## src/logic/soc_pkg.sv

```systemverilog
// ----------------------------------------------------------
// Peripheral subsystem shared definitions
// Bus types, address map, register offsets and byte merge
// ----------------------------------------------------------
package soc_pkg;

    // Bus and register types
    typedef logic [15:0] apb_addr_t;
    typedef logic [31:0] apb_data_t;
    typedef logic [3:0]  apb_strb_t;
    typedef logic [3:0]  region_t;
    typedef logic [11:0] reg_ofs_t;
    typedef logic [63:0] mtime_t;
    typedef logic [3:0]  irq_src_t;

    // Slave chosen by the address decoder
    typedef enum logic [1:0] {
        SEL_SRAM,
        SEL_CLINT,
        SEL_IRQ,
        SEL_NONE
    } slave_sel_e;

    // ----------------------------------------------------------
    // Address map, value of paddr[15:12]
    localparam region_t REGION_SRAM  = 4'd0;
    localparam region_t REGION_CLINT = 4'd1;
    localparam region_t REGION_IRQ   = 4'd2;

    localparam int unsigned SRAM_WORDS = 256;
    localparam int unsigned SRAM_IDX_W = $clog2(SRAM_WORDS);

    // CLINT register offsets
    localparam reg_ofs_t MSIP_OFS        = 12'h000;
    localparam reg_ofs_t MTIMECMP_LO_OFS = 12'h008;
    localparam reg_ofs_t MTIMECMP_HI_OFS = 12'h00C;
    localparam reg_ofs_t MTIME_LO_OFS    = 12'h010;
    localparam reg_ofs_t MTIME_HI_OFS    = 12'h014;

    // Interrupt controller register offsets
    localparam reg_ofs_t PENDING_OFS = 12'h000;
    localparam reg_ofs_t ENABLE_OFS  = 12'h004;
    localparam reg_ofs_t CLAIM_OFS   = 12'h008;

    // Replace only the strobed bytes of a word
    function automatic apb_data_t strb_merge(apb_data_t old_d, apb_data_t new_d,
                                             apb_strb_t strb);
        apb_data_t res;
        res = old_d;
        for (int i = 0; i < $bits(apb_strb_t); i++) begin
            if (strb[i]) begin
                res[8*i +: 8] = new_d[8*i +: 8];
            end
        end
        return res;
    endfunction

endpackage

```

## src/logic/apb_xbar.sv

```systemverilog
// ----------------------------------------------------------
// APB address decoder
// Selects one slave and returns its read data or an error
// ----------------------------------------------------------
`timescale 1ns/1ps

module apb_xbar
    import soc_pkg::*;
(
    input  apb_addr_t paddr_i,
    input  logic      psel_i,
    input  logic      penable_i,
    input  apb_data_t sram_rdata_i,
    input  apb_data_t clint_rdata_i,
    input  apb_data_t irq_rdata_i,
    output logic      sram_psel_o,
    output logic      clint_psel_o,
    output logic      irq_psel_o,
    output apb_data_t prdata_o,
    output logic      pready_o,
    output logic      pslverr_o
);

    slave_sel_e sel;
    region_t    region;
    logic       access;

    assign region = paddr_i[15:12];
    assign access = psel_i & penable_i;

    // ----------------------------------------------------------
    // Decode
    always_comb begin
        case (region)
            REGION_SRAM: begin
                // Upper offset bits beyond the memory size are a hole
                if (paddr_i[11:SRAM_IDX_W+2] != '0) begin
                    sel = SEL_NONE;
                end else begin
                    sel = SEL_SRAM;
                end
            end
            REGION_CLINT: sel = SEL_CLINT;
            REGION_IRQ:   sel = SEL_IRQ;
            default:      sel = SEL_NONE;
        endcase
    end

    // Only the decoded slave sees psel
    assign sram_psel_o  = psel_i && (sel == SEL_SRAM);
    assign clint_psel_o = psel_i && (sel == SEL_CLINT);
    assign irq_psel_o   = psel_i && (sel == SEL_IRQ);

    // ----------------------------------------------------------
    // Response
    always_comb begin
        prdata_o = '0;
        if (access) begin
            case (sel)
                SEL_SRAM:  prdata_o = sram_rdata_i;
                SEL_CLINT: prdata_o = clint_rdata_i;
                SEL_IRQ:   prdata_o = irq_rdata_i;
                default:   prdata_o = '0;
            endcase
        end
    end

    // Zero wait states everywhere
    assign pready_o  = access;
    assign pslverr_o = access && (sel == SEL_NONE);

endmodule

```

## config.mk

```make
export PLATFORM = sky130hd
export DESIGN_NAME = apb_xbar
export DESIGN_NICKNAME = d
export VERILOG_FILES = /design/src/logic/soc_pkg.sv /design/src/logic/apb_xbar.sv
export SDC_FILE = /design/constraint.sdc
export NUM_CORES = 1
export LEC_CHECK = 0
export BUFFER_PORTS_ARGS = -buffer_cell sky130_fd_sc_hd__buf_2
export CAP_MARGIN = 20
export CORE_AREA = 2 2 59 61
export DETAILED_ROUTE_END_ITERATION = 16
export DIE_AREA = 0 0 61 63
export PLACE_DENSITY = 0.73
export SLEW_MARGIN = 15
export SYNTH_ARGS = -nofsm -noshare
export SYNTH_HDL_FRONTEND = slang
export SYNTH_SLANG_ARGS = --single-unit
```

## constraint.sdc

```tcl
create_clock -name vclk -period 1.5
set_input_delay 0.075 -clock vclk [all_inputs]
set_output_delay 0.075 -clock vclk [all_outputs]
set_load 0.01 [all_outputs]
```

* Word level (Yosys, flattened, before mapping) *
Cells that the tools add are included.

operators by class
  bitwise operators = 1
  eq/ne operators = 5
  muxes and demuxes = 4
  reduce and logical (&&, ||, !) cells = 7

operators by type and width
  operator              count
  $pmux W32 S3          1
  $mux W32              1
  $pmux W2 S3           1
  $eq A2 B2 Y1 const B  2
  $eq A4 B1 Y1 const B  1
  $eq A4 B2 Y1 const B  1
  $logic_and A1 B1 Y1   4
  $logic_not A4 Y1      1
  $eq A2 B1 Y1 const B  1
  $logic_not A2 Y1      1
  $mux W2               1
  $reduce_bool A2 Y1    1
  $and A1 B1 Y1         1

storage, ports and cells
  input port bits = 114
  word-level logic and storage cells = 17
  output and inout port bits = 37
  register bits = 0

* Logic depth before layout (Yosys ltp) *
Gate-level depths: netlist of the first run.

  word-level depth = 6
  mapped depth = 5
  depth with buffers taken out = 3

* Worst setup path after synthesis of the first run *
OpenSTA, ideal clock, no wires.

  kind = input-to-output
  start = in paddr_i[13]
  end = out prdata_o[10]
  path slack = 0.499 ns
  data required time = 1.425 ns
  stages = 4
  path buffers = 1
  data arrival time = 0.926 ns
  path through = nor4_4 buf_6 a222oi_1 nor2_1

on the way
  longest elaborated chain between the ends = 5
  elaborated cells on any way between the ends = 9
  those cells by class = eq/ne (4); mux (3); reduce/logical (2)

ends and longest elaborated chain
  what                                  line            source
  from (decl)                           apb_xbar.sv:10  input apb_addr_t paddr_i,
  $eq A4 B2 Y1 (tied with other cells)  apb_xbar.sv:34  case (region)
  $pmux W2 S3 (*)                       apb_xbar.sv:34
  $eq A2 B2 Y1 (tied with other cells)  apb_xbar.sv:59  case (sel)
  $pmux W32 S3 (*)                      apb_xbar.sv:59
  $mux W32 (*)                          apb_xbar.sv:58  if (access) begin
  to (decl)                             apb_xbar.sv:19  output apb_data_t prdata_o,

Every way passes the cells marked *; elsewhere a longest branch is shown, timed or not.

* Worst setup path in the final report of the first run *
  start = in paddr_i[13]
  end = out prdata_o[16]

Same word-level chain as after synthesis.

==> results of run 1 <==
worst min-delay path: stages:
cell and delay [ns]:
buf_2 0.07, a222oi_1 0.05, nor2_1 0.08, buf_2 0.13
cell families after synthesis:
kind of cell	synth area share, %
AO/OA/AOI/OAI	53.6
buffers and inverters	14.5
AND/OR/NAND/NOR	31.9
metal layers:
| layer | part of all wire [%] | routed length, um | vias up |
|---|---|---|---|
| met5 | 0 | 0 | - |
| met4 | 0.39 | 14 | 0 |
| met3 | 9.6 | 342 | 2 |
| met2 | 54 | 1920 | 88 |
| met1 | 36 | 1290 | 654 |
| li1 | - | - | 672 |
where the power goes:
part / switching [mW] / total [mW] / internal (mW)
Combinational: 0.124 / 0.292 / 0.168
Sequential: 0 / 0 / 0
Clock: 0 / 0 / 0
layout make-up:
cell class	count	area [sq um]
Fill cell	344	1830
Timing Repair Buffer	147	788
Multi-Input combinational cell	79	552
Tap cell	46	57.6
layout by cell type, fill, tap and decap left out:
cell	netlist	layout
nor2b_2	0	2
o21a_1	1	1
buf_4	0	3
buf_12	0	3
o2111ai_2	1	1
nand2_1	2	2
nor2_1	35	35
a222oi_1	32	32
and3_1	3	3
and2_1	1	1
or2_1	1	1
nor4_4	1	1
buf_2	7	141
path summary, 6_finish.rpt:
path / from / to / slack (ns)
worst max-delay path: paddr_i[13] / prdata_o[16] / 0.28
worst min-delay path: irq_rdata_i[17] / prdata_o[17] / 0.47
stage by stage:
stage / instances / hold WS, ns / area, sq um / util [%] / power, mW
floorplan: 93 / 0.305 / 639 / - / 0.118
global placement: 272 / 0.472 / 1400 / 43.2 / 0.285
detailed placement: 272 / 0.474 / 1400 / 43.2 / 0.292
CTS: 272 / 0.478 / 1400 / 43.2 / 0.293
global route: 272 / 0.502 / 1400 / 43.2 / 0.319
finish: 272 / 0.475 / 1400 / 43.2 / 0.292
==> impl_metrics.ini, run 1 <==
[logic_synthesis]
ys_types = 15
syn_avg_cell_area_sq_um = 6.87
syn_area_sq_um = 639
synth.top_cell.area_share_pct = 50.1
ys_seq_area_share_pct = 0
yosysMostFrequentCell = nor2_1
syn_nets = 207
yosys-top-cells-count = nor2_1, a222oi_1, buf_2
synth_warnings = 0
yosys-top-cells-area = a222oi_1, nor2_1, buf_2
syn_inst = 93
synth_top_area_cell = a222oi_1

[detailed_routing]
finalWirelength_um = 3560
drtIter0Drc = 140
drt_first_pass_iters = 7
dr_total_vias = 1416
drc = 0
wl_per_cell_um = 13.1
antenna_left = 0
viasPerCell = 5.21

[hold_path]
worstHoldPathType = in2out
holdPathStages = 4

[place]
hpwlAfterDp_um = 2810
place_ws_ns = 0.271
gp_congestion = 0.708
port_buffers = 141

[layout]
nets = 342
seq_cells = 0
num-clock-buffers = 0
area_growth_pct = 119
seqCellArea_sq_um = 0
n_antenna_cell = 0
drive_gt1_share_pct = 66.8

[sta]
slew_headroom_pct = 79.8
tns_ns = 0
timing.final.crit_share_pct = 81.5
layout_setup_ws_ns = 0.277
finalMaxSlewViolations = 0
setup-violations-final = 0
timing.fmax_mhz = 818
worst_pin_slew_ns = 0.304
period_minus_slack_ns = 1.22
final-hold-violation-count = 0
rsz0062_at_grt = no

[clock_network]
hold_buffers = 0
cts_resized = 0
postCtsSetupBuffers = 0

[grt]
first_global_vias = 1305
use_met1_pct = 16.4
grt-busiest-layer = met2
grt-ovfl-total = 0
grt_util_all_layers_pct = 16.5
antenna_found_initial = 0
grt_use_met3_pct = 1.86
grt_pass1_wl_um = 5230
grt_max_degree = 34
use_met2_pct = 35.3

[power_and_ir_drop]
p_leak_nw = 0.797
ir_worst_vdd_mv = 0.103
cellPowerDensity_nw_per_um2 = 209

[die]
core_sq_um = 3230
die_x_um = 61
fp.dieH_um = 63
boundaryPins = 151
start_util_pct = 19.8
dieArea_sq_um = 3840
std_cell_rows = 21

[outcome]
outcome = completed

[critical_path]
cp_max_fo = 17
worstSetupPathType = in2out
cp_num_buf_inv = 3
arrival_ns = 1.15
cp_cell_sequence = buf_2 -> or2_1 -> o2111ai_2 -> buf_4 -> nor2_1 -> buf_2
cp.depth = 6
slowest_delay_ns = 0.26
cp_top_family = buffers and inverters
crit_path_end_kind = output port
crit_path_frequent_cell = buf_2
slowest_stage = or2_1
cp.required_ns = 1.42
worstSetupStartpointType = input port

[run]
drv_cap = 0
(Power assumes the default switching activity.)
==> run 2, diff against run 1 <==
PLACE_DENSITY = 0.76   (was 0.73)
clock period = 1.1 ns   (was 1.5 ns; I/O delays follow)
==> impl_metrics.ini, run 2 (same netlist as run 1, synthesis figures left out) <==
[layout]
final_cell_mix = buf_2, a222oi_1, nor2_1
seqCellArea_sq_um = 0
area_growth_pct = 170
n_antenna_cell = 0
final_area_sq_um = 1730
layout.cells.most_common = buf_2
multi_input_area_sq_um = 611
seq_cells = 0
final.fill_count = 325
nets = 357
num-clock-buffers = 0
drive_gt1_share_pct = 74.3

[critical_path]
arrival_ns = 1.14
crit_path_end_kind = output port
worstSetupPathType = in2out
slowest_stage = or2_4
cp_cell_sequence = buf_8 -> or2_4 -> o2111ai_4 -> buf_12 -> buf_8 -> nor2_1 -> buf_2
cp_max_fo = 7
cp-startpoint = paddr_i[13]
crit_path_end = prdata_o[13]
cp.required_ns = 1.04
slowest_delay_ns = 0.26
crit_path_frequent_cell = buf_8
worstSetupStartpointType = input port

[grt]
grt_pass1_wl_um = 5690
first_global_vias = 1391
grt-ovfl-total = 0
grt_util_all_layers_pct = 18.2
grt_max_degree = 34
antenna_found_initial = 0

[power_and_ir_drop]
clkPwrFrac_pct = 0
ir_worst_vdd_mv = 0.208
p_sw_share_pct = 41.2
finalPower_uw = 481
switchingPower_uw = 198
p_int_uw = 283
cellPowerDensity_nw_per_um2 = 279
p_leak_nw = 0.934
seqPwrFrac_pct = 0
p_comb_share_pct = 100.0

[die]
fp.dieH_um = 63
std_cell_rows = 21
die_x_um = 61
boundaryPins = 151
start_util_pct = 19.8
dieArea_sq_um = 3840
core_sq_um = 3230

[sta]
worst_pin_slew_ns = 0.465
slew_headroom_pct = 69.0
timing.final.crit_share_pct = 109
rsz0062_at_grt = yes
setup-violations-final = 33
timing.fmax_mhz = 837
holdWs_ns = 0.437
layout_setup_ws_ns = -0.0953
final-hold-violation-count = 0
period_minus_slack_ns = 1.20
finalMaxSlewViolations = 0

[detailed_routing]
dr_total_vias = 1495
drc = 0
viasPerCell = 5.21
drt_first_pass_iters = 5
drtIter0Drc = 149
finalWirelength_um = 4250
wl_per_cell_um = 14.8
antenna_left = 0

[outcome]
violations = negative setup slack
outcome = complete, but fails checks

[place]
gp_congestion = 0.750
place_ws_ns = -0.0735
port_buffers = 141
hpwlAfterDp_um = 2900
post_dp_cell_area_sq_um = 1410

[run]
drv_cap = 0

[clock_network]
hold_buffers = 0

[hold_path]
worstHoldPathType = in2out
run 2: changes by cell type in the layout (fill, tap and decap cells not counted), moves of 3 or more:
cell       previous run  this run
nor2_2                0         8
buf_8                 0         5
nor2_1               35        24
buf_6                 0        10
nor2_4                0         3
clkbuf_16             0         3
buf_4                 3         6
buf_2               141       134
run 2: critical path: cells and delay by family:
kind	cells	cell delay, ns
AOI/OAI and AO/OA	1	0.22
buffers and inverters	4	0.55
and+or+nand+nor	2	0.31
run 2: routing by layer:
metal  up-vias  GRT usage (%)  share of wire, %
met4         0           1.09              0.66
met1       691           18.7                36
met2        96           37.2                52
met5         -              0                 0
li1        704              -                 -
met3         4           3.52                11
run 2: repair_timing:
| item | CTS | global route |
|---|---|---|
| buffers inserted | 0 | 4 |
| pin swaps | 2 | 7 |
| cloned | 2 | 6 |
| setup endpoints to repair | 33 | 33 |
| resized for setup | 15 | 35 |
run 2: area by class of cell:
type               instances  area share (%)
repair buffers           162            61.3
multi-input cells         79            35.4
well taps                 46            3.33
run 2: how the worst min path moves through the flow:
stage	endpoint	start	slack, ns	cells after the start
floorplan	clint_psel_o	psel_i	0.26	1
global placement	prdata_o[11]	irq_rdata_i[11]	0.43	4
detailed placement	prdata_o[25]	irq_rdata_i[25]	0.43	4
CTS	prdata_o[25]	irq_rdata_i[25]	0.44	4
global route	prdata_o[25]	irq_rdata_i[25]	0.45	4
finish	prdata_o[25]	irq_rdata_i[25]	0.44	4
run 2: metrics by stage:
step           std cells  setup TNS (ns)  utilization [%]
2_1_floorplan         93               0                -
3_3_place_gp         275           -1.59             43.6
3_5_place_dp         275           -1.93             43.6
4_1_cts              277          -0.749             45.7
5_1_grt              287           -4.16             53.4
6_report             287           -2.55             53.4
run 2: power groups by stage:
stage | Combinational (mW) | Clock (mW) | Sequential, mW
finish | 0.481 | 0 | 0
global route | 0.525 | 0 | 0
CTS | 0.423 | 0 | 0
detailed placement | 0.399 | 0 | 0
global placement | 0.390 | 0 | 0
floorplan | 0.161 | 0 | 0
==> run 3, diff against run 2 <==
REMOVE_ABC_BUFFERS = 1   (was not set)
==> impl_metrics.ini, run 3 (same netlist as run 1, synthesis figures left out) <==
[outcome]
outcome = complete, but fails checks
violations = negative setup slack

[layout]
final_area_sq_um = 1510
seq_cells = 0
drive_gt1_share_pct = 70.5
seqCellArea_sq_um = 0
layout.cells.most_common = buf_2
final.fill_count = 352
n_antenna_cell = 0
num-clock-buffers = 0
multi_input_area_sq_um = 578
area_growth_pct = 137
final_cell_mix = buf_2, a222oi_1, nor2_1
nets = 350

[grt]
antenna_found_initial = 0
grt_util_all_layers_pct = 16.4
first_global_vias = 1273
grt_pass1_wl_um = 5170
grt_max_degree = 20
grt-ovfl-total = 0

[detailed_routing]
finalWirelength_um = 3570
drtIter0Drc = 153
viasPerCell = 5.11
antenna_left = 0
drc = 0
drt_first_pass_iters = 6
wl_per_cell_um = 12.8
dr_total_vias = 1432

[sta]
finalMaxSlewViolations = 0
setup-violations-final = 14
slew_headroom_pct = 76.5
holdWs_ns = 0.437
timing.fmax_mhz = 874
worst_pin_slew_ns = 0.352
timing.final.crit_share_pct = 104
rsz0062_at_grt = yes
period_minus_slack_ns = 1.14
layout_setup_ws_ns = -0.0441
final-hold-violation-count = 0

[critical_path]
arrival_ns = 1.09
crit_path_frequent_cell = buf_6
crit_path_end_kind = output port
cp-startpoint = paddr_i[13]
cp_num_buf_inv = 4
slowest_delay_ns = 0.25
cp_cell_sequence = buf_8 -> or2_4 -> o2111ai_4 -> buf_6 -> buf_6 -> nor2_2 -> buf_2
worstSetupPathType = in2out
cp_max_fo = 4
cp_top_family = buffers and inverters
cp.required_ns = 1.04
slowest_stage = or2_4
worstSetupStartpointType = input port

[place]
post_dp_cell_area_sq_um = 1420
port_buffers = 141
gp_congestion = 0.707
place_ws_ns = -0.0832
hpwlAfterDp_um = 2830

[power_and_ir_drop]
p_leak_nw = 0.850
finalPower_uw = 430
ir_worst_vdd_mv = 0.0966
cellPowerDensity_nw_per_um2 = 284

[die]
core_sq_um = 3230
start_util_pct = 19.8
fp.dieH_um = 63
boundaryPins = 151
std_cell_rows = 21
dieArea_sq_um = 3840
die_x_um = 61

[run]
drv_cap = 0

[hold_path]
worstHoldPathType = in2out
worstHoldStart = irq_rdata_i[31]

[clock_network]
hold_buffers = 0
## run 3: per-layer routing
metal | global-route usage (%) | vias to the layer above | share of wire [%]
li1 | - | 686 | -
met1 | 19.5 | 644 | 37
met2 | 32.8 | 102 | 53
met3 | 0.414 | 0 | 9.9
met4 | 0.543 | 0 | 0
met5 | 0 | - | 0
## run 3: final timing paths
kind / endpoint / cells past startpoint
max: prdata_o[6] / 7
min: prdata_o[31] / 4
## run 3: worst min-delay path: stages
cell,delay [ns]
buf_2,0.07
a222oi_1,0.05
nor2_1,0.08
buf_2,0.13
## run 3: cell type report
type | instances | area share, %
multi-input combinational | 79 | 38.2
tap | 46 | 3.80
timing repair buffer | 155 | 58.0
## run 3: timing repair
item,in CTS,in global routing
cloned,2,0
endpoints found under the setup margin,32,33
pin swaps,4,0
hold endpoints to repair,0,0
resized for setup,15,6
setup buffers,1,0
## run 3: power by group
group	switching (mW)	total (mW)	internal (mW)
Sequential	0	0	0
Clock	0	0	0
Combinational	0.178	0.430	0.253
Total	0.178	0.430	0.253
## run 3: metrics by stage
stage | utilization, % | instances | setup TNS [ns]
floorplan | - | 79 | -17.29
global placement | 44.0 | 277 | -1.05
detailed placement | 44.0 | 277 | -1.61
CTS | 46.3 | 280 | -0.676
global route | 46.8 | 280 | -2.34
finish | 46.8 | 280 | -0.395
