## src/logic/soc_pkg.sv

```systemverilog
// ----------------------------------------------------------
// Peripheral subsystem shared definitions
// Bus types, address map, register offsets and byte merge
// ----------------------------------------------------------
package soc_pkg;

    // Bus and register types
    typedef logic [15:0] apb_addr_t;
    typedef logic [31:0] apb_data_t;
    typedef logic [3:0]  apb_strb_t;
    typedef logic [3:0]  region_t;
    typedef logic [11:0] reg_ofs_t;
    typedef logic [63:0] mtime_t;
    typedef logic [3:0]  irq_src_t;

    // Slave chosen by the address decoder
    typedef enum logic [1:0] {
        SEL_SRAM,
        SEL_CLINT,
        SEL_IRQ,
        SEL_NONE
    } slave_sel_e;

    // ----------------------------------------------------------
    // Address map, value of paddr[15:12]
    localparam region_t REGION_SRAM  = 4'd0;
    localparam region_t REGION_CLINT = 4'd1;
    localparam region_t REGION_IRQ   = 4'd2;

    localparam int unsigned SRAM_WORDS = 256;
    localparam int unsigned SRAM_IDX_W = $clog2(SRAM_WORDS);

    // CLINT register offsets
    localparam reg_ofs_t MSIP_OFS        = 12'h000;
    localparam reg_ofs_t MTIMECMP_LO_OFS = 12'h008;
    localparam reg_ofs_t MTIMECMP_HI_OFS = 12'h00C;
    localparam reg_ofs_t MTIME_LO_OFS    = 12'h010;
    localparam reg_ofs_t MTIME_HI_OFS    = 12'h014;

    // Interrupt controller register offsets
    localparam reg_ofs_t PENDING_OFS = 12'h000;
    localparam reg_ofs_t ENABLE_OFS  = 12'h004;
    localparam reg_ofs_t CLAIM_OFS   = 12'h008;

    // Replace only the strobed bytes of a word
    function automatic apb_data_t strb_merge(apb_data_t old_d, apb_data_t new_d,
                                             apb_strb_t strb);
        apb_data_t res;
        res = old_d;
        for (int i = 0; i < $bits(apb_strb_t); i++) begin
            if (strb[i]) begin
                res[8*i +: 8] = new_d[8*i +: 8];
            end
        end
        return res;
    endfunction

endpackage

```

## src/logic/clint.sv

```systemverilog
// ----------------------------------------------------------
// Core-local interruptor
// Machine timer with compare and a software interrupt bit
// ----------------------------------------------------------
`timescale 1ns/1ps

module clint
    import soc_pkg::*;
(
    input  logic      clk_i,
    input  logic      arst_n_i,
    input  logic      rtc_i,
    input  logic      psel_i,
    input  logic      penable_i,
    input  logic      pwrite_i,
    input  apb_addr_t paddr_i,
    input  apb_data_t pwdata_i,
    input  apb_strb_t pstrb_i,
    output apb_data_t rdata_o,
    output logic      timer_irq_o,
    output logic      soft_irq_o
);

    logic [2:0] rtc_q;
    logic       rtc_rise;
    mtime_t     mtime_q;
    mtime_t     mtimecmp_q;
    logic       msip_q;
    reg_ofs_t   ofs;
    logic       wr_en;

    assign ofs   = paddr_i[11:0];
    assign wr_en = psel_i & penable_i & pwrite_i;

    // ----------------------------------------------------------
    // RTC tick
    // Two flops for the clock crossing, third one for the edge
    always_ff @(posedge clk_i or negedge arst_n_i) begin
        if (!arst_n_i) begin
            rtc_q <= '0;
        end else begin
            rtc_q <= {rtc_q[1:0], rtc_i};
        end
    end

    assign rtc_rise = rtc_q[1] & ~rtc_q[2];

    // Free running, not writable from the bus
    always_ff @(posedge clk_i or negedge arst_n_i) begin
        if (!arst_n_i) begin
            mtime_q <= '0;
        end else if (rtc_rise) begin
            mtime_q <= mtime_q + 64'd1;
        end
    end

    // ----------------------------------------------------------
    // Register writes
    always_ff @(posedge clk_i or negedge arst_n_i) begin
        if (!arst_n_i) begin
            mtimecmp_q <= '1;
            msip_q     <= 1'b0;
        end else if (wr_en) begin
            case (ofs)
                MSIP_OFS: begin
                    if (pstrb_i[0]) begin
                        msip_q <= pwdata_i[0];
                    end
                end
                MTIMECMP_LO_OFS: begin
                    mtimecmp_q[31:0] <= strb_merge(mtimecmp_q[31:0], pwdata_i, pstrb_i);
                end
                MTIMECMP_HI_OFS: begin
                    mtimecmp_q[63:32] <= strb_merge(mtimecmp_q[63:32], pwdata_i, pstrb_i);
                end
                default: begin
                    // Unmapped or read-only, nothing to update
                end
            endcase
        end
    end

    // ----------------------------------------------------------
    // Read mux
    always_comb begin
        case (ofs)
            MSIP_OFS:        rdata_o = apb_data_t'(msip_q);
            MTIMECMP_LO_OFS: rdata_o = mtimecmp_q[31:0];
            MTIMECMP_HI_OFS: rdata_o = mtimecmp_q[63:32];
            MTIME_LO_OFS:    rdata_o = mtime_q[31:0];
            MTIME_HI_OFS:    rdata_o = mtime_q[63:32];
            default:         rdata_o = '0;
        endcase
    end

    // Level interrupts towards the controller
    assign timer_irq_o = (mtime_q >= mtimecmp_q);
    assign soft_irq_o  = msip_q;

endmodule

```

## config.mk

```make
export PLATFORM = sky130hd
export DESIGN_NAME = clint
export DESIGN_NICKNAME = d
export VERILOG_FILES = /design/src/logic/soc_pkg.sv /design/src/logic/clint.sv
export SDC_FILE = /design/constraint.sdc
export NUM_CORES = 1
export LEC_CHECK = 0
export BUFFER_PORTS_ARGS = -buffer_cell sky130_fd_sc_hd__buf_4
export CAP_MARGIN = 40
export CORE_MARGIN = 3
export CORE_UTILIZATION = 64
export CTS_CLUSTER_SIZE = 24
export DETAILED_ROUTE_END_ITERATION = 10
export PLACE_DENSITY = 0.95
export SLEW_MARGIN = 10
export SYNTH_ARGS = -nofsm -noshare
export SYNTH_HDL_FRONTEND = slang
export SYNTH_SLANG_ARGS = --single-unit
```

## constraint.sdc

```tcl
create_clock -name clk_i -period 8.6 [get_ports clk_i]
set_clock_uncertainty 0.1 [all_clocks]
set_input_delay 1.72 -clock clk_i [delete_from_list [all_inputs] [get_ports clk_i]]
set_output_delay 1.72 -clock clk_i [all_outputs]
set_load 0.01 [all_outputs]
```

# Word-level counts from Yosys, hierarchy flattened
# Cells that the tools add are included.
# word_totals
regBits	132
in_bits	58
out_inout_bits	34
word_cells	32
# op_classes
n_addsub	1
n_lt_le_gt_ge	1
n_eq_ne	4
mux	1
bitwise_logic	4
reduce_logical	10
# ops
operator	n
32-bit one-hot mux with 5 select lines	1
64-bit by 1-bit adder with 64-bit output, second input constant	1
64-bit >= comparator	1
3-bit AND reduction	9
12-bit by 4-bit == test with 1-bit output, second input constant	2
12-bit by 5-bit == test with 1-bit output, second input constant	2
12-bit zero test	1
1-bit AND	3
1-bit NOT	1

# Longest topological paths before layout
# Gate-level depths: netlist (run 1).
# depth
word_depth	3
mapped_depth	8
mapped_depth_nobuf	8

# Worst setup path before layout (run 1)
# No wires, ideal clock.
# synth_path
path_type	input-to-output
start	in paddr_i[5]
end	out rdata_o[10]
arrival_ns	2.904
required_ns	6.780
slack_ns	3.876
cell_stages	6
path_buffers	1
path_cell_list	nor4_1 > nand2_1 > nor2_1 > clkbuf_1 > a22oi_1 > nand2_1
# synth_between
elab_chain_len	2
# synth_rtl
item	line	source
start: declaration	clint.sv:16	input apb_addr_t paddr_i,
12-bit by 5-bit == test with 1-bit output (tied with other cells)	clint.sv:86	case (ofs)
32-bit one-hot mux with 5 select lines (*)	clint.sv:86	
end: declaration	clint.sv:19	output apb_data_t rdata_o,
# Every way passes the cells marked *; elsewhere a longest branch is shown, timed or not.

# Final worst setup path (run 1)
# layout_path
start	reg mtimecmp_q[61]
end	out timer_irq_o
# layout_between
elab_chain_len	1
# layout_rtl
item	line	source
start: declaration	clint.sv:27	mtime_t mtimecmp_q;
start signal: assignment	clint.sv:74	mtimecmp_q[63:32] <= strb_merge(mtimecmp_q[63:32], pwdata_i, pstrb_i);
64-bit >= comparator	clint.sv:97	assign timer_irq_o = (mtime_q >= mtimecmp_q);
end: declaration	clint.sv:20	output logic timer_irq_o,
# No other way between the ends.

==> results.yml, run 1 <==
setup_path:
  start_kind: "register"
  cp.required_ns: 6.78
  cp_num_buf_inv: 2
  endpoint_kind: "primary output"
  cp_max_fo: 3
  critPathArrivalTime_ns: 3.42
  crit_family: "simple AND/OR/NAND/NOR gates"
  critPathMaxStageDelay_ns: 0.65
  crit_path_frequent_cell: "or4_1"
  crit_cells: 8
  reg2regPathDepth: 7
  r2r_slack_ns: 5.83
  slowest_stage: "or4_1"
  crit_path_cell_trace: "inv_1 > ha_1 > nand4_1 > or4_1 > or3_1 > or4_1 > o21ai_1 > buf_4"
  critPathKind: "register to primary output"
yosys:
  ys_warn_count: 0
  synth_area_leaders: "dfrtp_1 (22%), dfstp_2 (22%), ha_1 (11%)"
  yosysTopAreaCell: "dfrtp_1"
  synth-seq-cells: 132
  synth_nets: 949
  yosysSeqAreaShare: 0.438
  ys_types: 52
  syn_inst: 826
  avgSynthCellArea_sq_um: 9.34
  synth_flop_cell: "dfrtp_1"
  synthArstFlopShare: 1.00
  synth_top_area_share: 0.220
  netlist_area_sq_mm: 0.00772
  synth_edf_count: 0
cells_and_area:
  final_util: 0.789
  antennaDiodeCount: 0
  synthToLayoutAreaGrowth_pct: 18.7
  layout_common_cells: "nand2_1 (136), buf_4 (92), o21ai_0 (70)"
  num-nets-final: 1027
  layout_commonest_cell: "nand2_1"
  postLayoutCellArea_sq_mm: 0.00916
  drive_gt1_frac: 0.230
floorplan:
  die_w_um: 116
  io_pins: 92
  dieHeight_um: 116
  start_util: 0.665
  core_sq_mm: 0.0116
  die_area_sq_mm: 0.0134
  rows: 39
route:
  viasPerCell: 6.42
  drt_first_pass_iters: 5
  vias: 6801
  drc_errors: 0
  avgRoutedWirePerCell_um: 20.0
  ant_nets: 0
  drt-total-wl_um: 21200
  dr.first_iter.drc_count: 722
sta:
  tightest_slew_ns: 0.724
  final-hold-violation-count: 0
  clock.fmax_mhz: 191
  relSlewSlack: 0.505
  fin_crit_ns: 5.24
  rsz0062_at_grt: "no"
  timing.setup.tns_ns: 0
  slew_viol_final: 0
  finalSetupViolCount: 0
  final.period_utilization: 0.610
hold_path:
  whs_path_depth: 0
  hp-class: "register to register"
global_route:
  grtUsageMet1: 0.405
  grt_pass1_vias: 7194
  grt_remaining_overflow: 0
  grt_first_pass_wirelength_um: 34500
  grt_use_met3: 0.0799
  antenna_found_initial: 0
  grt_usage: 0.332
  top_usage_layer: "met2"
  use_met2: 0.553
  grt_max_degree: 52
placement:
  place_hpwl_um: 14500
  gp_congestion: 0.851
  io_buffers: 87
  placed_area_sq_mm: 0.00851
clocking:
  cts-resized-gates: 0
  postCtsSetupBuffers: 0
  cts_tree: "built"
  htree_num_levels: 4
  clock_latency_ns: 0.42
  cts_hold_buf: 0
  clk_pin_slew_ns: 0.06
  clock-sinks: 132
  cts_root_buf: "clkbuf_16"
  cts_buffers: 17
  clock_path_buffers: 2
power_and_ir_drop:
  power.leakage_uw: 0.00482
  pwr_density_cell_mw_per_mm2: 167
  power.total_uw: 1530
  peakVddDrop_uv: 268
flow_run:
  cap_viol_max_count: 0
run_status:
  status: "complete, no violations"
-- state kept, by name, indices dropped and copies added, names as in the netlist --
name and cells:
rtc_q 3, mtimecmp_q 64, mtime_q 64, soft_irq_o 1
-- routing by layer --
layer / vias to the layer above / wire [um]
li1: 3064 / -
met3: 86 / 1650
met2: 364 / 10400
met5: - / 0
met1: 3287 / 8230
met4: 0 / 886
-- cell type report --
cell class | count | area, sq um
multi-input cells | 594 | 3960
fillers | 709 | 2450
well taps | 143 | 179
flip-flops and latches | 132 | 3380
inverters | 65 | 244
repair buffers | 94 | 746
clock buffers | 19 | 443
clock inverters | 13 | 206
-- logic make-up after synthesis --
logic type      count (synthesis)  share of synthesized area
simple gates                  288                      0.189
compound gates                175                      0.141
flops                         132                      0.438
buf+inv                       100                     0.0507
fa+ha+maj                      65                      0.105
xor+xnor                       63                     0.0715
mux                             3                    0.00438
-- Yosys cell counts (all sizes together), types with 26 or more instances --
cell,count
nand2,136
o21ai,71
dfrtp,68
ha,65
inv,65
dfstp,64
a22oi,63
xnor2,38
clkbuf,32
nand4,28
nand3,26
nor2,26
-- report_power, final --
group	internal, uW	leakage (uW)	switching [uW]
sequential	637	0.00161	21.3
combinational	38.1	0.00290	38.9
clock	521	0.000313	274
total	1200	0.00482	335
-- worst paths after layout --
check | end | from
hold / removal | rtc_q[1] | rtc_q[0]
max in group asynchronous | mtimecmp_q[8] | arst_n_i
min in group asynchronous | mtime_q[60] | arst_n_i
setup / recovery | timer_irq_o | mtimecmp_q[61]
hold reg to reg | rtc_q[1] | rtc_q[0]
setup reg to reg | mtime_q[55] | mtime_q[16]
-- metrics by stage --
step / std cells / setup WS (ns) / hold WS (ns)
2_1_floorplan: 826 / 3.88 / 0.231
3_3_place_gp: 1025 / 3.36 / 0.234
3_5_place_dp: 1028 / 3.52 / 0.245
4_1_cts: 1060 / 3.40 / 0.254
5_1_grt: 1060 / 3.25 / 0.254
6_report: 1060 / 3.36 / 0.250
(Power assumes the default switching activity.)
==> run 2, diff against run 1 <==
--- a/config.mk
+++ b/config.mk
@@ -5,13 +5,14 @@
 export SDC_FILE = /design/constraint.sdc
 export NUM_CORES = 1
 export LEC_CHECK = 0
+export ABC_AREA = 1
 export BUFFER_PORTS_ARGS = -buffer_cell sky130_fd_sc_hd__buf_4
 export CAP_MARGIN = 40
 export CORE_MARGIN = 3
-export CORE_UTILIZATION = 64
+export CORE_UTILIZATION = 54
 export CTS_CLUSTER_SIZE = 24
 export DETAILED_ROUTE_END_ITERATION = 10
-export PLACE_DENSITY = 0.95
+export PLACE_DENSITY = 0.87
 export SLEW_MARGIN = 10
 export SYNTH_ARGS = -nofsm -noshare
 export SYNTH_HDL_FRONTEND = slang
==> constraint.sdc (replaced) <==
create_clock -name clk_i -period 4.8 [get_ports clk_i]
set_clock_uncertainty 0.1 [all_clocks]
set_input_delay 0.96 -clock clk_i [delete_from_list [all_inputs] [get_ports clk_i]]
set_output_delay 0.96 -clock clk_i [all_outputs]
set_load 0.01 [all_outputs]
==> results.yml, run 2 <==
run_status:
  status: "complete, no violations"
power_and_ir_drop:
  pwr_density_cell_mw_per_mm2: 263
  power.leakage_uw: 0.00469
  peakVddDrop_uv: 265
  power.total_uw: 2740
floorplan:
  rows: 46
  core_sq_mm: 0.0161
  die_w_um: 135
  start_util: 0.556
  die_area_sq_mm: 0.0181
  io_pins: 92
  dieHeight_um: 135
global_route:
  antenna_found_initial: 0
  grt_first_pass_wirelength_um: 43000
  grt_remaining_overflow: 0
  grt_max_degree: 61
  grt_pass1_vias: 8403
  grt_usage: 0.305
clocking:
  clk_pin_slew_ns: 0.06
  cts_tree: "built"
  cts_hold_buf: 0
  cts-resized-gates: 0
  postCtsSetupBuffers: 0
  cts_root_buf: "clkbuf_16"
  cts_buffers: 17
  htree_num_levels: 4
  clock_path_buffers: 2
  clock_latency_ns: 0.43
  clock-sinks: 132
yosys:
  avgSynthCellArea_sq_um: 7.36
  synth_top_area_share: 0.191
  yosysTopAreaCell: "dfrtp_1"
  syn_inst: 1213
  synth-seq-cells: 132
  synth_common_cells: "nand2_1 (331), inv_1 (189), nor2_1 (126), o21ai_0 (75), dfrtp_1 (68)"
  synth_nets: 1336
  yosysSeqAreaShare: 0.379
  ys_types: 34
  synthArstFlopShare: 1.00
  synth_edf_count: 0
  synth_flop_cell: "dfrtp_1"
  synth_area_leaders: "dfrtp_1 (19%), dfstp_2 (19%), nand2_1 (14%)"
  ys_warn_count: 0
  netlist_area_sq_mm: 0.00892
  synth_most_common_cell: "nand2_1"
cells_and_area:
  synthToLayoutAreaGrowth_pct: 16.8
  nFillCells: 1369
  num-nets-final: 1430
  top_regs: "mtime_q: 64 flops, mtimecmp_q: 64 flops, rtc_q: 3 flops"
  fin_cells: 1535
  drive_gt1_frac: 0.175
  postLayoutCellArea_sq_mm: 0.0104
  final_util: 0.649
  layout_common_cells: "nand2_1 (331), inv_1 (189), nor2_1 (126)"
  layout_commonest_cell: "nand2_1"
  antennaDiodeCount: 0
setup_path:
  reg2regPathDepth: 9
  critPathKind: "input pin to primary output"
  r2r_slack_ns: 2.39
  endpoint_kind: "primary output"
  regToRegEndpoint: "mtime_q[45]"
  critPathArrivalTime_ns: 3.00
  start_kind: "input pin"
  worstReg2RegStart: "rtc_q[1]"
  cp.required_ns: 3.74
  cp_max_fo: 23
hold_path:
  hp-start: "rtc_q[0]"
  whs_path_depth: 0
  min_to: "rtc_q[1]"
  hp-class: "register to register"
route:
  vias: 8590
  viasPerCell: 5.60
  ant_nets: 0
  dr.first_iter.drc_count: 968
  drc_errors: 0
  avgRoutedWirePerCell_um: 17.7
  drt_first_pass_iters: 6
  drt-total-wl_um: 27100
placement:
  placed_area_sq_mm: 0.00985
  io_buffers: 87
  placed_cells: 1504
  gp_congestion: 0.984
  place_hpwl_um: 20800
sta:
  fin_crit_ns: 4.06
  final-hold-violation-count: 0
  relSlewSlack: 0.408
  clock.fmax_mhz: 246
  final.period_utilization: 0.846
  timing.setup.tns_ns: 0
  finalSetupViolCount: 0
  rsz0062_at_grt: "no"
  slew_viol_final: 0
  tightest_slew_ns: 0.881
flow_run:
  cap_viol_max_count: 0
## run 2: cells by family (layout without fill, tap and decap cells)
kind of cell    Yosys count  after routing  share of synthesized area
simple gates            608            608                      0.296
compound gates          150            150                     0.0970
xor+xnor                 46             46                     0.0451
fa+ha+maj                65             65                     0.0911
flops                   132            132                      0.379
buf+inv                 212            318                     0.0921
## run 2: critical path: stages
cell       delay (ns)
buf_4            0.11
nor2_1           0.11
nand2_1          0.15
nor3b_4          0.20
buf_4            0.24
nand2_2          0.06
buf_4            0.21
inv_2            0.43
nand2_1          0.10
o2111ai_1        0.20
buf_4            0.21
## run 2: how the worst max path moves through the flow
| stage | start | endpoint | slack, ns | cells after the start |
|---|---|---|---|---|
| floorplan | paddr_i[1] | rdata_o[11] | 1.57 | 8 |
| global placement | paddr_i[1] | rdata_o[23] | 0.82 | 10 |
| detailed placement | paddr_i[9] | rdata_o[23] | 0.77 | 11 |
| CTS | paddr_i[9] | rdata_o[23] | 0.77 | 11 |
| global route | paddr_i[9] | rdata_o[23] | 0.62 | 11 |
| finish | paddr_i[9] | rdata_o[23] | 0.74 | 11 |
## run 2: final cells by class
| type | count | area [sq um] | area share |
|---|---|---|---|
| clock buffer | 17 | 425 | 0.0408 |
| clock inverter | 14 | 151 | 0.0145 |
| inverter | 191 | 717 | 0.0688 |
| multi-input combinational | 869 | 4720 | 0.453 |
| sequential | 132 | 3380 | 0.325 |
| tap | 216 | 270 | 0.0259 |
| timing repair buffer | 96 | 753 | 0.0723 |
## run 2: through the flow
stage | setup slack (ns) | hold slack [ns]
2_1_floorplan | 1.57 | 0.231
3_5_place_dp | 0.774 | 0.259
4_1_cts | 0.770 | 0.275
6_report | 0.741 | 0.270
3_3_place_gp | 0.822 | 0.248
5_1_grt | 0.621 | 0.281
## run 2: report_power, final
part | switching, uW | leakage, uW | internal (uW)
Clock | 538 | 0.000285 | 768
Sequential | 39.4 | 0.00159 | 1140
Combinational | 159 | 0.00281 | 102
Total | 736 | 0.00469 | 2010
## run 2: layer usage
layer,track usage,routed length [um],vias up,share of wire
met4,0.127,975,0,0.036
met5,0,0,-,0
met1,0.399,11100,3992,0.41
li1,-,-,4089,-
met3,0.0820,2530,72,0.093
met2,0.482,12500,437,0.46
