**src/logic/soc_pkg.sv**
```systemverilog
// ----------------------------------------------------------
// Peripheral subsystem shared definitions
// Bus types, address map, register offsets and byte merge
// ----------------------------------------------------------
package soc_pkg;

    // Bus and register types
    typedef logic [15:0] apb_addr_t;
    typedef logic [31:0] apb_data_t;
    typedef logic [3:0]  apb_strb_t;
    typedef logic [3:0]  region_t;
    typedef logic [11:0] reg_ofs_t;
    typedef logic [63:0] mtime_t;
    typedef logic [3:0]  irq_src_t;

    // Slave chosen by the address decoder
    typedef enum logic [1:0] {
        SEL_SRAM,
        SEL_CLINT,
        SEL_IRQ,
        SEL_NONE
    } slave_sel_e;

    // ----------------------------------------------------------
    // Address map, value of paddr[15:12]
    localparam region_t REGION_SRAM  = 4'd0;
    localparam region_t REGION_CLINT = 4'd1;
    localparam region_t REGION_IRQ   = 4'd2;

    localparam int unsigned SRAM_WORDS = 256;
    localparam int unsigned SRAM_IDX_W = $clog2(SRAM_WORDS);

    // CLINT register offsets
    localparam reg_ofs_t MSIP_OFS        = 12'h000;
    localparam reg_ofs_t MTIMECMP_LO_OFS = 12'h008;
    localparam reg_ofs_t MTIMECMP_HI_OFS = 12'h00C;
    localparam reg_ofs_t MTIME_LO_OFS    = 12'h010;
    localparam reg_ofs_t MTIME_HI_OFS    = 12'h014;

    // Interrupt controller register offsets
    localparam reg_ofs_t PENDING_OFS = 12'h000;
    localparam reg_ofs_t ENABLE_OFS  = 12'h004;
    localparam reg_ofs_t CLAIM_OFS   = 12'h008;

    // Replace only the strobed bytes of a word
    function automatic apb_data_t strb_merge(apb_data_t old_d, apb_data_t new_d,
                                             apb_strb_t strb);
        apb_data_t res;
        res = old_d;
        for (int i = 0; i < $bits(apb_strb_t); i++) begin
            if (strb[i]) begin
                res[8*i +: 8] = new_d[8*i +: 8];
            end
        end
        return res;
    endfunction

endpackage

```
**src/logic/irq_ctrl.sv**
```systemverilog
// ----------------------------------------------------------
// Interrupt controller
// Masks timer, software and external sources into one line
// ----------------------------------------------------------
`timescale 1ns/1ps

module irq_ctrl
    import soc_pkg::*;
(
    input  logic       clk_i,
    input  logic       arst_n_i,
    input  logic [1:0] irq_ext_i,
    input  logic       timer_irq_i,
    input  logic       soft_irq_i,
    input  logic       psel_i,
    input  logic       penable_i,
    input  logic       pwrite_i,
    input  apb_addr_t  paddr_i,
    input  apb_data_t  pwdata_i,
    output apb_data_t  rdata_o,
    output logic       irq_o
);

    logic [1:0] ext_meta_q;
    logic [1:0] ext_sync_q;
    irq_src_t   pending;
    irq_src_t   enable_q;
    irq_src_t   active;
    logic       irq_q;
    logic [2:0] claim_id;
    reg_ofs_t   ofs;
    logic       wr_en;

    assign ofs   = paddr_i[11:0];
    assign wr_en = psel_i & penable_i & pwrite_i;

    // ----------------------------------------------------------
    // External inputs are asynchronous
    always_ff @(posedge clk_i or negedge arst_n_i) begin
        if (!arst_n_i) begin
            ext_meta_q <= '0;
            ext_sync_q <= '0;
        end else begin
            ext_meta_q <= irq_ext_i;
            ext_sync_q <= ext_meta_q;
        end
    end

    // Bit 0 timer, bit 1 software, bits 3:2 external
    assign pending = {ext_sync_q, soft_irq_i, timer_irq_i};
    assign active  = pending & enable_q;

    always_ff @(posedge clk_i or negedge arst_n_i) begin
        if (!arst_n_i) begin
            enable_q <= '0;
        end else if (wr_en && (ofs == ENABLE_OFS)) begin
            enable_q <= pwdata_i[$bits(irq_src_t)-1:0];
        end
    end

    // Registered output to the core
    always_ff @(posedge clk_i or negedge arst_n_i) begin
        if (!arst_n_i) begin
            irq_q <= 1'b0;
        end else begin
            irq_q <= |active;
        end
    end

    assign irq_o = irq_q;

    // ----------------------------------------------------------
    // Claim ID, lowest index wins, zero when idle
    always_comb begin
        claim_id = '0;
        for (int i = $bits(irq_src_t) - 1; i >= 0; i--) begin
            if (active[i]) begin
                claim_id = 3'(i + 1);
            end
        end
    end

    // Read mux
    always_comb begin
        case (ofs)
            PENDING_OFS: rdata_o = apb_data_t'(pending);
            ENABLE_OFS:  rdata_o = apb_data_t'(enable_q);
            CLAIM_OFS:   rdata_o = apb_data_t'(claim_id);
            default:     rdata_o = '0;
        endcase
    end

endmodule

```
**config.mk**
```make
export PLATFORM = sky130hd
export DESIGN_NAME = irq_ctrl
export DESIGN_NICKNAME = d
export VERILOG_FILES = /design/src/logic/soc_pkg.sv /design/src/logic/irq_ctrl.sv
export SDC_FILE = /design/constraint.sdc
export NUM_CORES = 1
export LEC_CHECK = 0
export BUFFER_PORTS_ARGS = -buffer_cell sky130_fd_sc_hd__buf_2
export CORE_UTILIZATION = 33
export CTS_BUF_LIST = sky130_fd_sc_hd__clkbuf_8
export DETAILED_ROUTE_END_ITERATION = 8
export PLACE_DENSITY = 0.91
export SETUP_SLACK_MARGIN = 0.3
export SYNTH_ARGS = -nofsm -noshare
export SYNTH_HDL_FRONTEND = slang
export SYNTH_SLANG_ARGS = --single-unit
export TNS_END_PERCENT = 20
```
**constraint.sdc**
```tcl
create_clock -name clk_i -period 1.7 [get_ports clk_i]
set_input_delay 0.34 -clock clk_i [delete_from_list [all_inputs] [get_ports clk_i]]
set_output_delay 0.34 -clock clk_i [all_outputs]
set_load 0.005 [all_outputs]
```
---- Word level (Yosys, flattened, before mapping) ----
Cells that the tools add are included.
cells by class
  add/sub/neg operators ................... 0
  bitwise logic cells ..................... 3
  div/mod/pow operators ................... 0
  eq/ne operators ......................... 2
  reductions and logical operators ........ 3
  mux-type cells .......................... 5
  order comparisons ....................... 0
  shift operators ......................... 0
  multipliers ............................. 0
operator list
  operator                                               number
  equality test 12 x 3 -> 1 bit (second input constant)  1
  equality test 12 x 4 -> 1 bit (second input constant)  1
  zero test 12 bit                                       1
  2-to-1 mux 3 bit                                       4
  case mux 4 bit (3 select lines)                        1
  AND 4 bit                                              1
  OR reduction 4 bit                                     1
  AND 1 bit                                              2
  logical AND 1 bit                                      1
word-level totals
  RAM bits ................................ 0
  input port bits ......................... 57
  output and inout port bits .............. 33
  memory bits (read-only) ................. 0
  latch bits .............................. 0
  register bits ........................... 9
  memories ................................ 0
  logic and storage cells ................. 17

---- Logic depth before layout (Yosys ltp) ----
Gate-level depths: netlist of the first run.
  depth in word-level cells ............... 6
  mapped depth ............................ 4
  mapped depth without buffers ............ 3

---- Worst setup path before layout of the first run ----
Ideal clock, no wire load.
  path type ............................... register to output
  start point ............................. register enable_q[2]
  end point ............................... output port rdata_o[2]
  buffers on the path ..................... 0
  slack ................................... 297 ps
  cell stages (with the launch flop) ...... 4
  data required time ...................... 1360 ps
  arrival time ............................ 1063 ps
  path through ............................ dfrtp_1 > a222oi_1 > nand4_1 > a21oi_1
between the ends
  cells in the longest elaborated chain, start to end .. 5
ends and longest elaborated chain
  item                                 RTL line        source
  start: declaration                   irq_ctrl.sv:27  irq_src_t enable_q;
  start signal: assignment             irq_ctrl.sv:57  enable_q <= pwdata_i[$bits(irq_src_t)-1:0];
  AND 4 bit                            irq_ctrl.sv:51  assign active = pending & enable_q;
  2-to-1 mux 3 bit (3 in series)       irq_ctrl.sv:77  if (active[i]) begin
  case mux 4 bit (3 select lines) (*)  irq_ctrl.sv:85  case (ofs)
  end: declaration                     irq_ctrl.sv:20  output apb_data_t rdata_o,
Mark *: on every way between the ends. The rest lies on a longest branch, timed or not.

---- Worst setup path in the final report of the first run ----
  start point ............................. register ext_sync_q[0]
  end point ............................... output port rdata_o[2]
between the ends
  cells in the longest elaborated chain, start to end .. 5
ends and longest elaborated chain
  item                                 RTL line        source
  start: declaration                   irq_ctrl.sv:25  logic [1:0] ext_sync_q;
  start signal: assignment             irq_ctrl.sv:45  ext_sync_q <= ext_meta_q;
  AND 4 bit                            irq_ctrl.sv:51
  2-to-1 mux 3 bit (3 in series)       irq_ctrl.sv:77
  case mux 4 bit (3 select lines) (*)  irq_ctrl.sv:85
Marks and branches as above.

==> results of run 1 <==
synth_stat cells, drive strengths merged:
cell type / count
buf: 29
dfrtp: 9
mux2: 4
nand2: 4
mux2i: 3
a21oi: 2
nand3: 2
nand3b: 2
nand4: 2
nor4: 2
or2: 2
a222oi: 1
a22o: 1
a31oi: 1
and3b: 1
and4: 1
and4bb: 1
conb: 1
nand2b: 1
nor2: 1
nor2b: 1
nor3: 1
where the power goes:
group	total, mW	internal [mW]	leakage (nW)	switching, mW
logic	0.0840	0.0399	0.381	0.0441
registers	0.222	0.220	0.116	0.00231
clock network	0.237	0.157	0.0269	0.0802
worst max-delay path by stage:
| stage | from | end | cells after the start |
|---|---|---|---|
| floorplan | ext_sync_q[0] | rdata_o[2] | 3 |
| global placement | paddr_i[5] | rdata_o[3] | 5 |
| detailed placement | paddr_i[5] | rdata_o[3] | 5 |
| CTS | enable_q[2] | rdata_o[2] | 4 |
| global route | enable_q[1] | rdata_o[2] | 4 |
| finish | ext_sync_q[0] | rdata_o[2] | 4 |
final cells by class:
cell class                      instances  area share, %
Multi-Input combinational cell         61           40.1
Timing Repair Buffer                   41           29.6
Sequential cell                         9           22.4
Clock buffer                            3           4.11
Tap cell                               27           3.37
Clock inverter                          1          0.374
state kept, by name, indices dropped and copies added, names as in the netlist:
register,cells
enable_q,4
ext_meta_q,2
ext_sync_q,2
irq_o,1
per-layer routing:
metal	global-route usage (%)	share of wire [%]	up-vias
li1	-	-	280
met1	14.1	37	310
met2	26.2	54	42
met3	0.935	5.3	5
met4	9.31	3.8	0
met5	0	0	-
kinds of logic after synthesis:
kind of cell	count (synthesis)	share of synthesized area [%]
buffers and inverters	29	30.4
AND/OR/NAND/NOR	21	21.0
flip-flops	9	30.9
multiplexers	7	12.4
AO/OA/AOI/OAI	5	4.81
other	1	0.515
worst register-to-register path, stage by stage, from the launching register on:
cell,delay (ns)
dfrtp_1,0.38
a222oi_1,0.44
buf_4,0.19
buf_6,0.08
buf_6,0.08
buf_6,0.08
buf_6,0.08
buf_6,0.08
buf_6,0.08
buf_6,0.08
buf_6,0.08
nand2_2,0.04
through the flow:
stage	utilization [%]	TNS [ns]	std cells	setup slack, ns	hold WS, ns
4_1_cts	48.5	-0.180	142	-0.137	0.207
3_3_place_gp	39.3	0	127	0.0690	0.189
2_1_floorplan	-	0	99	0.311	0.0444
3_5_place_dp	39.3	0	127	0.0322	0.192
5_1_grt	49.6	-0.347	142	-0.214	0.204
6_report	49.6	-0.218	142	-0.134	0.213
what timing repair did:
| action | in CTS | in global routing |
|---|---|---|
| endpoints found under the hold margin | 9 | 0 |
| buffers inserted | 10 | 0 |
| setup endpoints to repair | 4 | 5 |
| gates resized for setup | 14 | 4 |
| pin swaps | 4 | 4 |
| hold buffers | 1 | 0 |
==> results.txt, run 1 <==
Crit start category -> register
Critical Path Slowest Stage Cell -> a222oi_1
Number of DRC markers in iteration 0 -> 15
DR WL/cell -> 10.5 um
Multi-input logic area -> 403 um2
Fill cell total of the finished layout -> 189
P_leak -> 0.524 nW
Final #Nets -> 173
Slowest stage delay, CP -> 0.44 ns
Final Power -> 543 uW
Crit Reg-Reg Startpoint -> ext_sync_q[0]
Status -> finished with violations
Detailed Routing Iterations Pass 1 -> 4
Gr usage total -> 13.7%
Synth area leader -> dfrtp_1
Number of antenna-violating nets in the routed design -> 0
Crit Path Category -> register to primary output
CP Cell Sequence -> a222oi_1 > nand4_1 > a21oi_2 > buf_2
CP Max Fanout -> 2
Cell count of the worst reg-to-reg path -> 11
GPL Wtd Cong -> 0.800
DR vias -> 637
Reg2reg setup slack -> -0.08 ns
Max cap viols -> 0
Commonest cells after routing, fill and taps aside -> conb_1, buf_2, buf_6, dfrtp_1, mux2_4
F_max -> 545 MHz
Area growth syn-to-layout -> 37.8%
Initial antenna violation count -> 0
Synth top area share -> 30.9%
Core Box Area -> 2020 um2
Most common cell after layout, fill and taps aside -> conb_1
Die H -> 49.0 um
TritonCTS buffer count -> 3
Yosys Warn Count -> 0
Routed Wire Length -> 1.49 mm
Worst hold start -> irq_ext_i[0]
First-pass GRT wire length -> 2.46 mm
Clock latency on the worst-skew pair -> 0.23 ns
Clock period minus worst slack -> 1.83 ns
DR DRC count -> 0
RSZ-0062 raised after global routing -> yes
GRT Residual Overflow -> 0
Row cnt -> 16
Hold Crit Depth -> 1
Sequential area share after synthesis -> 30.9%
Register Area -> 225 um2
Final Max Tran Viols -> 0
ANT cells -> 0
Cell area after synthesis -> 728 um2
Max clock buf depth -> 2
Distinct cell type count after synthesis -> 24
Largest net degree at the start of global routing -> 10
Worst hold path class -> input port to register
Failing checks -> negative setup slack
Clock Skew -> 0.000566 ns
Syn Inst Count -> 72
Reg clk slew, reported paths -> 0.04 ns
CP arrival -> 1.49 ns
Final worst-path cycle share -> 108%
Fin area -> 1000 um2
I/O Pins -> 90
Avg Synthesized Cell Area -> 10.1 um2
CP endpoint kind -> primary output
Detail Placement HPWL -> 1.08 mm
CTS Root Cell -> clkbuf_8
Pwr Density -> 542 nW/um2
Hold Path End -> ext_meta_q[0]
Die Width -> 49.0 um
Final WS setup -> -0.134 ns
WP data required -> 1.36 ns
Avg Vias per Cell -> 4.49
Vias in the first global route -> 559
CTS Sinks -> 9
Final Hold Viols -> 0
Die Area -> 2400 um2
Delay-heaviest family, CP -> compound AO/OA/AOI/OAI gates
VDD IR max -> 0.488 mV
#FFs+latches synth -> 9
Buf/Inv on CP -> 1
Top post-synthesis cells by area -> dfrtp_1, buf_4, mux2_4
Final setup viols -> 2
H-Tree Depth -> 1
Layout cell share with drive strength beyond 1 -> 46.1%
IO buf count -> 29
Placed inst area -> 795 um2
Initial Util -> 36.0%
Reg2reg end -> irq_o
CTS tree -> built
(Power assumes the default switching activity.)
==> run 2: changes to the inputs <==
--- a/config.mk
+++ b/config.mk
@@ -6,11 +6,10 @@
 export NUM_CORES = 1
 export LEC_CHECK = 0
 export BUFFER_PORTS_ARGS = -buffer_cell sky130_fd_sc_hd__buf_2
-export CORE_UTILIZATION = 33
+export CORE_UTILIZATION = 30
 export CTS_BUF_LIST = sky130_fd_sc_hd__clkbuf_8
 export DETAILED_ROUTE_END_ITERATION = 8
-export PLACE_DENSITY = 0.91
-export SETUP_SLACK_MARGIN = 0.3
+export PLACE_DENSITY = 0.87
 export SYNTH_ARGS = -nofsm -noshare
 export SYNTH_HDL_FRONTEND = slang
 export SYNTH_SLANG_ARGS = --single-unit
==> constraint.sdc (replaced) <==
create_clock -name clk_i -period 1.51 [get_ports clk_i]
set_input_delay 0.302 -clock clk_i [delete_from_list [all_inputs] [get_ports clk_i]]
set_output_delay 0.302 -clock clk_i [all_outputs]
set_load 0.005 [all_outputs]
==> results.txt, run 2 (synthesis results as in run 1) <==
Gr usage total -> 13.2% (-0.52 points)
Pwr Density -> 605 nW/um2 (+12%)
Total Negative Setup Slacks -> -0.772 ns (-0.554 ns)
TritonCTS buffer count -> 3 (unchanged)
Routed Wire Length -> 1.60 mm (+7.7%)
DP Cell Count -> 133 (+4.7%)
DR vias -> 630 (-1.1%)
DR DRC count -> 0 (unchanged)
Core Box Area -> 2250 um2 (+12%)
Placed inst area -> 833 um2 (+4.9%)
I/O Pins -> 90 (unchanged)
RSZ-0062 raised after global routing -> yes
Detailed Routing Iterations Pass 1 -> 4 (unchanged)
CP endpoint kind -> primary output
Clock period minus worst slack -> 1.87 ns
CP arrival -> 1.56 ns (+0.07 ns)
Die Width -> 51.3 um (+4.7%)
Final setup viols -> 4 (+2)
Worst hold start -> irq_ext_i[1]
Worst slack, placed -> -0.0949 ns (-0.127 ns)
Worst hold path class -> input port to register
ANT cells -> 0 (unchanged)
Number of DRC markers in iteration 0 -> 15 (unchanged)
Final Core Density -> 44.9% (-4.7 points)
GPL Wtd Cong -> 0.836 (+4.6%)
Area growth syn-to-layout -> 39.0%
Largest reg by FF count -> enable_q
Final WS setup -> -0.356 ns (-0.222 ns)
Clock latency on the worst-skew pair -> 0.24 ns (about the same)
Top Registers -> enable_q x4, ext_meta_q x2, ext_sync_q x2
Largest net degree at the start of global routing -> 10 (unchanged)
Number of antenna-violating nets in the routed design -> 0 (unchanged)
Crit Reg-Reg Startpoint -> enable_q[2]
Final Max Tran Viols -> 0 (unchanged)
Clock Skew -> 0.00332 ns (+0.00276 ns)
DR WL/cell -> 10.9 um (+4.1%)
Row cnt -> 17 (+1)
Vias in the first global route -> 605 (+8.2%)
Final Hold Viols -> 0 (unchanged)
Max reg flops -> 4 (unchanged)
IO buf count -> 29 (unchanged)
Max cap viols -> 0 (unchanged)
Final worst-path cycle share -> 124%
Max clock buf depth -> 2 (unchanged)
Finished Layout Cells -> 147 (+3.5%)
Status -> finished with violations
CTS Sinks -> 9 (unchanged)
Initial antenna violation count -> 0 (unchanged)
H-Tree Depth -> 1 (unchanged)
Crit start category -> register
Initial Util -> 32.3% (-3.7 points)
Most common cell after layout, fill and taps aside -> buf_2
First-pass GRT wire length -> 2.46 mm (+0.29%)
Die Area -> 2630 um2 (+9.6%)
Layout cell share with drive strength beyond 1 -> 48.7% (+2.7 points)
VDD IR max -> 0.533 mV (+9.2%)
Final #Nets -> 177 (+2.3%)
Avg Vias per Cell -> 4.29 (-4.5%)
Reg clk slew, reported paths -> 0.04 ns (about the same)
Failing checks -> negative setup slack
F_max -> 536 MHz
Fin area -> 1010 um2 (+0.87%)
P_leak -> 0.536 nW (+2.2%)
Die H -> 51.3 um (+4.7%)
CTS Root Cell -> clkbuf_8
WP data required -> 1.21 ns (-0.15 ns)
Detail Placement HPWL -> 1.14 mm (+5.1%)
Commonest cells after routing, fill and taps aside -> buf_2, conb_1, dfrtp_1, buf_6, buf_4
CTS tree -> built
Fill cell total of the finished layout -> 216 (+14%)
Crit Path Category -> register to primary output
CP Max Fanout -> 2 (unchanged)
CP startpoint -> enable_q[2]
GRT Residual Overflow -> 0 (unchanged)
-- run 2: repair_timing --
| item | 4_1_cts | 5_1_grt |
|---|---|---|
| endpoints found under the hold margin | 9 | 0 |
| endpoints found under the setup margin | 3 | 5 |
| pin swaps | 2 | 4 |
| setup buffers | 7 | 2 |
| resized for setup | 11 | 3 |
| hold buffers | 1 | 0 |
-- run 2: final timing paths --
kind | end | slack (ns) | cells after the start
setup reg to reg | irq_o | -0.19 | 11
hold reg to reg | ext_sync_q[1] | 0.34 | 0
setup / recovery | rdata_o[2] | -0.36 | 5
max in group asynchronous | ext_meta_q[0] | 0.90 | 2
min in group asynchronous | enable_q[3] | 0.44 | 2
hold / removal | ext_meta_q[1] | 0.17 | 1
-- run 2: stage by stage --
step	hold WS, ns	power, mW
after floorplan	0.00641	0.341
after global placement	0.151	0.331
after detailed placement	0.159	0.335
after CTS	0.170	0.616
after global routing	0.161	0.654
final	0.174	0.612
-- run 2: per-layer routing --
layer	share of wire [%]	track usage, %	vias up
met2	55	23.7	52
met5	0	0	-
met4	4.6	12.6	0
li1	-	-	288
met3	6.3	2.08	10
met1	34	12.5	280
-- run 2: cell type report --
cell class                 count  area (um2)  area share (%)
tap                           28        35.0            3.46
clock buffer                   3        41.3            4.08
sequential                     9         225            22.2
multi-input combinational     61         405            40.0
clock inverter                 1        3.75           0.371
timing repair buffer          45         302            29.8
-- run 2: worst max-delay path, stage by stage (launching register included) --
cell      delay, ns
dfrtp_1        0.37
a222oi_1       0.36
buf_4          0.19
nand4_1        0.12
a21oi_2        0.17
buf_2          0.12
-- run 2: power breakdown --
group / switching (mW) / internal, mW / leakage (nW)
clock: 0.0941 / 0.177 / 0.0269
sequential: 0.00280 / 0.248 / 0.116
combinational: 0.0512 / 0.0393 / 0.392
total: 0.148 / 0.464 / 0.536
==> run 3: changes to the inputs <==
--- a/config.mk
+++ b/config.mk
@@ -10,6 +10,7 @@
 export CTS_BUF_LIST = sky130_fd_sc_hd__clkbuf_8
 export DETAILED_ROUTE_END_ITERATION = 8
 export PLACE_DENSITY = 0.87
+export RECOVER_POWER = 100
 export SYNTH_ARGS = -nofsm -noshare
 export SYNTH_HDL_FRONTEND = slang
 export SYNTH_SLANG_ARGS = --single-unit
==> results.txt, run 3 (synthesis results as in run 1) <==
CP startpoint -> enable_q[2]
Final worst-path cycle share -> 124% (+0.19 points)
Layout cell share with drive strength beyond 1 -> 46.2% (-2.5 points)
H-Tree Depth -> 1 (unchanged)
Pwr Density -> 610 nW/um2 (+0.95%)
Met1 WL -> 545 um (+0.74%)
WP data required -> 1.21 ns (about the same)
First-pass GRT wire length -> 2.46 mm (unchanged)
CTS Sinks -> 9 (unchanged)
CTS tree -> built
F_max -> 535 MHz (-0.15%)
CTS Root Cell -> clkbuf_8
DR WL/cell -> 10.8 um (-1.0%)
Worst hold path class -> input port to register
Final #Nets -> 177 (unchanged)
Top Registers -> enable_q x4, ext_meta_q x2, ext_sync_q x2
IO buf count -> 29 (unchanged)
Clock latency on the worst-skew pair -> 0.24 ns (about the same)
Clock period minus worst slack -> 1.87 ns (+0.00285 ns)
Failing checks -> negative setup slack
Row cnt -> 17 (unchanged)
Hold Crit Depth -> 1 (unchanged)
Max cap viols -> 0 (unchanged)
Final Core Density -> 44.5% (-0.39 points)
RSZ-0062 raised after global routing -> yes
DR DRC count -> 0 (unchanged)
Avg Vias per Cell -> 4.29 (unchanged)
Met2 wire length -> 883 um (+0.11%)
ANT cells -> 0 (unchanged)
TritonCTS buffer count -> 3 (unchanged)
Die Width -> 51.3 um (unchanged)
CP endpoint kind -> primary output
Status -> finished with violations
DP Cell Count -> 133 (unchanged)
Max reg flops -> 4 (unchanged)
Core Box Area -> 2250 um2 (unchanged)
Cell count of the worst reg-to-reg path -> 11 (unchanged)
Routed length on met3 -> 90 um (-11%)
Routed Wire Length -> 1.58 mm (-1.0%)
Detailed Routing Iterations Pass 1 -> 4 (unchanged)
Number of antenna-violating nets in the routed design -> 0 (unchanged)
Top Layer Used -> met4
Crit start category -> register
I/O Pins -> 90 (unchanged)
Reg clk slew, reported paths -> 0.04 ns (about the same)
P_leak -> 0.534 nW (-0.37%)
Initial Util -> 32.3% (unchanged)
CP arrival -> 1.57 ns (about the same)
Reg2reg setup slack -> -0.19 ns (about the same)
Number of DRC markers in iteration 0 -> 15 (unchanged)
VDD IR max -> 0.533 mV (about the same)
Crit Path Category -> register to primary output
Detail Placement HPWL -> 1.14 mm (unchanged)
Hold_ws -> 0.174 ns (-0.00000500 ns)
Initial antenna violation count -> 0 (unchanged)
Largest net degree at the start of global routing -> 10 (unchanged)
Finished Layout Cells -> 147 (unchanged)
Max clock buf depth -> 2 (unchanged)
Final setup viols -> 4 (unchanged)
Total Negative Setup Slacks -> -0.780 ns (-0.00813 ns)
Commonest cells after routing, fill and taps aside -> conb_1, buf_2, dfrtp_1, buf_6, buf_4
Largest reg by FF count -> enable_q
Worst setup path end -> rdata_o[2]
GPL Wtd Cong -> 0.836 (unchanged)
GRT Residual Overflow -> 0 (unchanged)
Final Hold Viols -> 0 (unchanged)
Gr usage total -> 13.2% (unchanged)
Final Max Tran Viols -> 0 (unchanged)
Clock Skew -> 0.00405 ns (+0.000722 ns)
Final WS setup -> -0.358 ns (-0.00285 ns)
CP Max Fanout -> 2 (unchanged)
Die Area -> 2630 um2 (unchanged)
Vias in the first global route -> 605 (unchanged)
DR vias -> 630 (unchanged)
Die H -> 51.3 um (unchanged)
Area growth syn-to-layout -> 37.8%
Crit Reg-Reg Startpoint -> enable_q[2]
Reg2reg end -> irq_o
run 3: cell types whose count changed in the layout (fill, tap and decap cells not counted):
cell and delta:
mux2_4 -2, buf_2 -1, clkbuf_1 +1, mux2_1 +2
run 3: worst min-delay path by stage:
| stage | start | slack [ns] | endpoint |
|---|---|---|---|
| finish | irq_ext_i[1] | 0.17 | ext_meta_q[1] |
| global route | irq_ext_i[1] | 0.16 | ext_meta_q[1] |
| CTS | irq_ext_i[1] | 0.17 | ext_meta_q[1] |
| detailed placement | arst_n_i | 0.16 | ext_meta_q[1] |
| global placement | arst_n_i | 0.15 | ext_meta_q[0] |
| floorplan | arst_n_i | 0.006 | enable_q[0] |
run 3: area by class of cell:
cell class                      instances  area, um2
Timing Repair Buffer                   45        300
Tap cell                               28       35.0
Multi-Input combinational cell         61        398
Sequential cell                         9        225
Clock buffer                            3       41.3
Fill cell                             220       1250
Clock inverter                          1       3.75
run 3: repair_timing:
| action | in CTS | in global routing |
|---|---|---|
| hold buffers | 1 | 0 |
| resized for setup | 11 | 3 |
| endpoints found under the hold margin | 9 | 0 |
| setup buffers | 7 | 2 |
| pin swaps | 2 | 4 |
| setup endpoints to repair | 3 | 5 |
run 3: worst max-delay path, stage by stage (launching register included):
cell      delay, ns
dfrtp_1        0.37
a222oi_1       0.36
buf_4          0.19
nand4_1        0.12
a21oi_2        0.17
buf_2          0.12
run 3: stage by stage:
| stage | setup WS [ns] | instance area (um2) | total power, mW |
|---|---|---|---|
| 2_1_floorplan | 0.145 | 830 | 0.341 |
| 3_5_place_dp | -0.0949 | 833 | 0.335 |
| 3_3_place_gp | -0.0604 | 833 | 0.331 |
| 4_1_cts | -0.263 | 987 | 0.616 |
| 6_report | -0.358 | 1000 | 0.613 |
| 5_1_grt | -0.413 | 1000 | 0.654 |
run 3: power breakdown:
part	total (mW)	internal [mW]	switching [mW]
Sequential	0.251	0.248	0.00280
Clock	0.272	0.177	0.0951
Combinational	0.0898	0.0388	0.0510
Total	0.613	0.464	0.149
run 3: layer usage:
| layer | vias to the layer above | track usage, % |
|---|---|---|
| met5 | - | 0 |
| met4 | 0 | 12.6 |
| met3 | 8 | 2.08 |
| met2 | 49 | 23.7 |
| met1 | 286 | 12.5 |
| li1 | 287 | - |
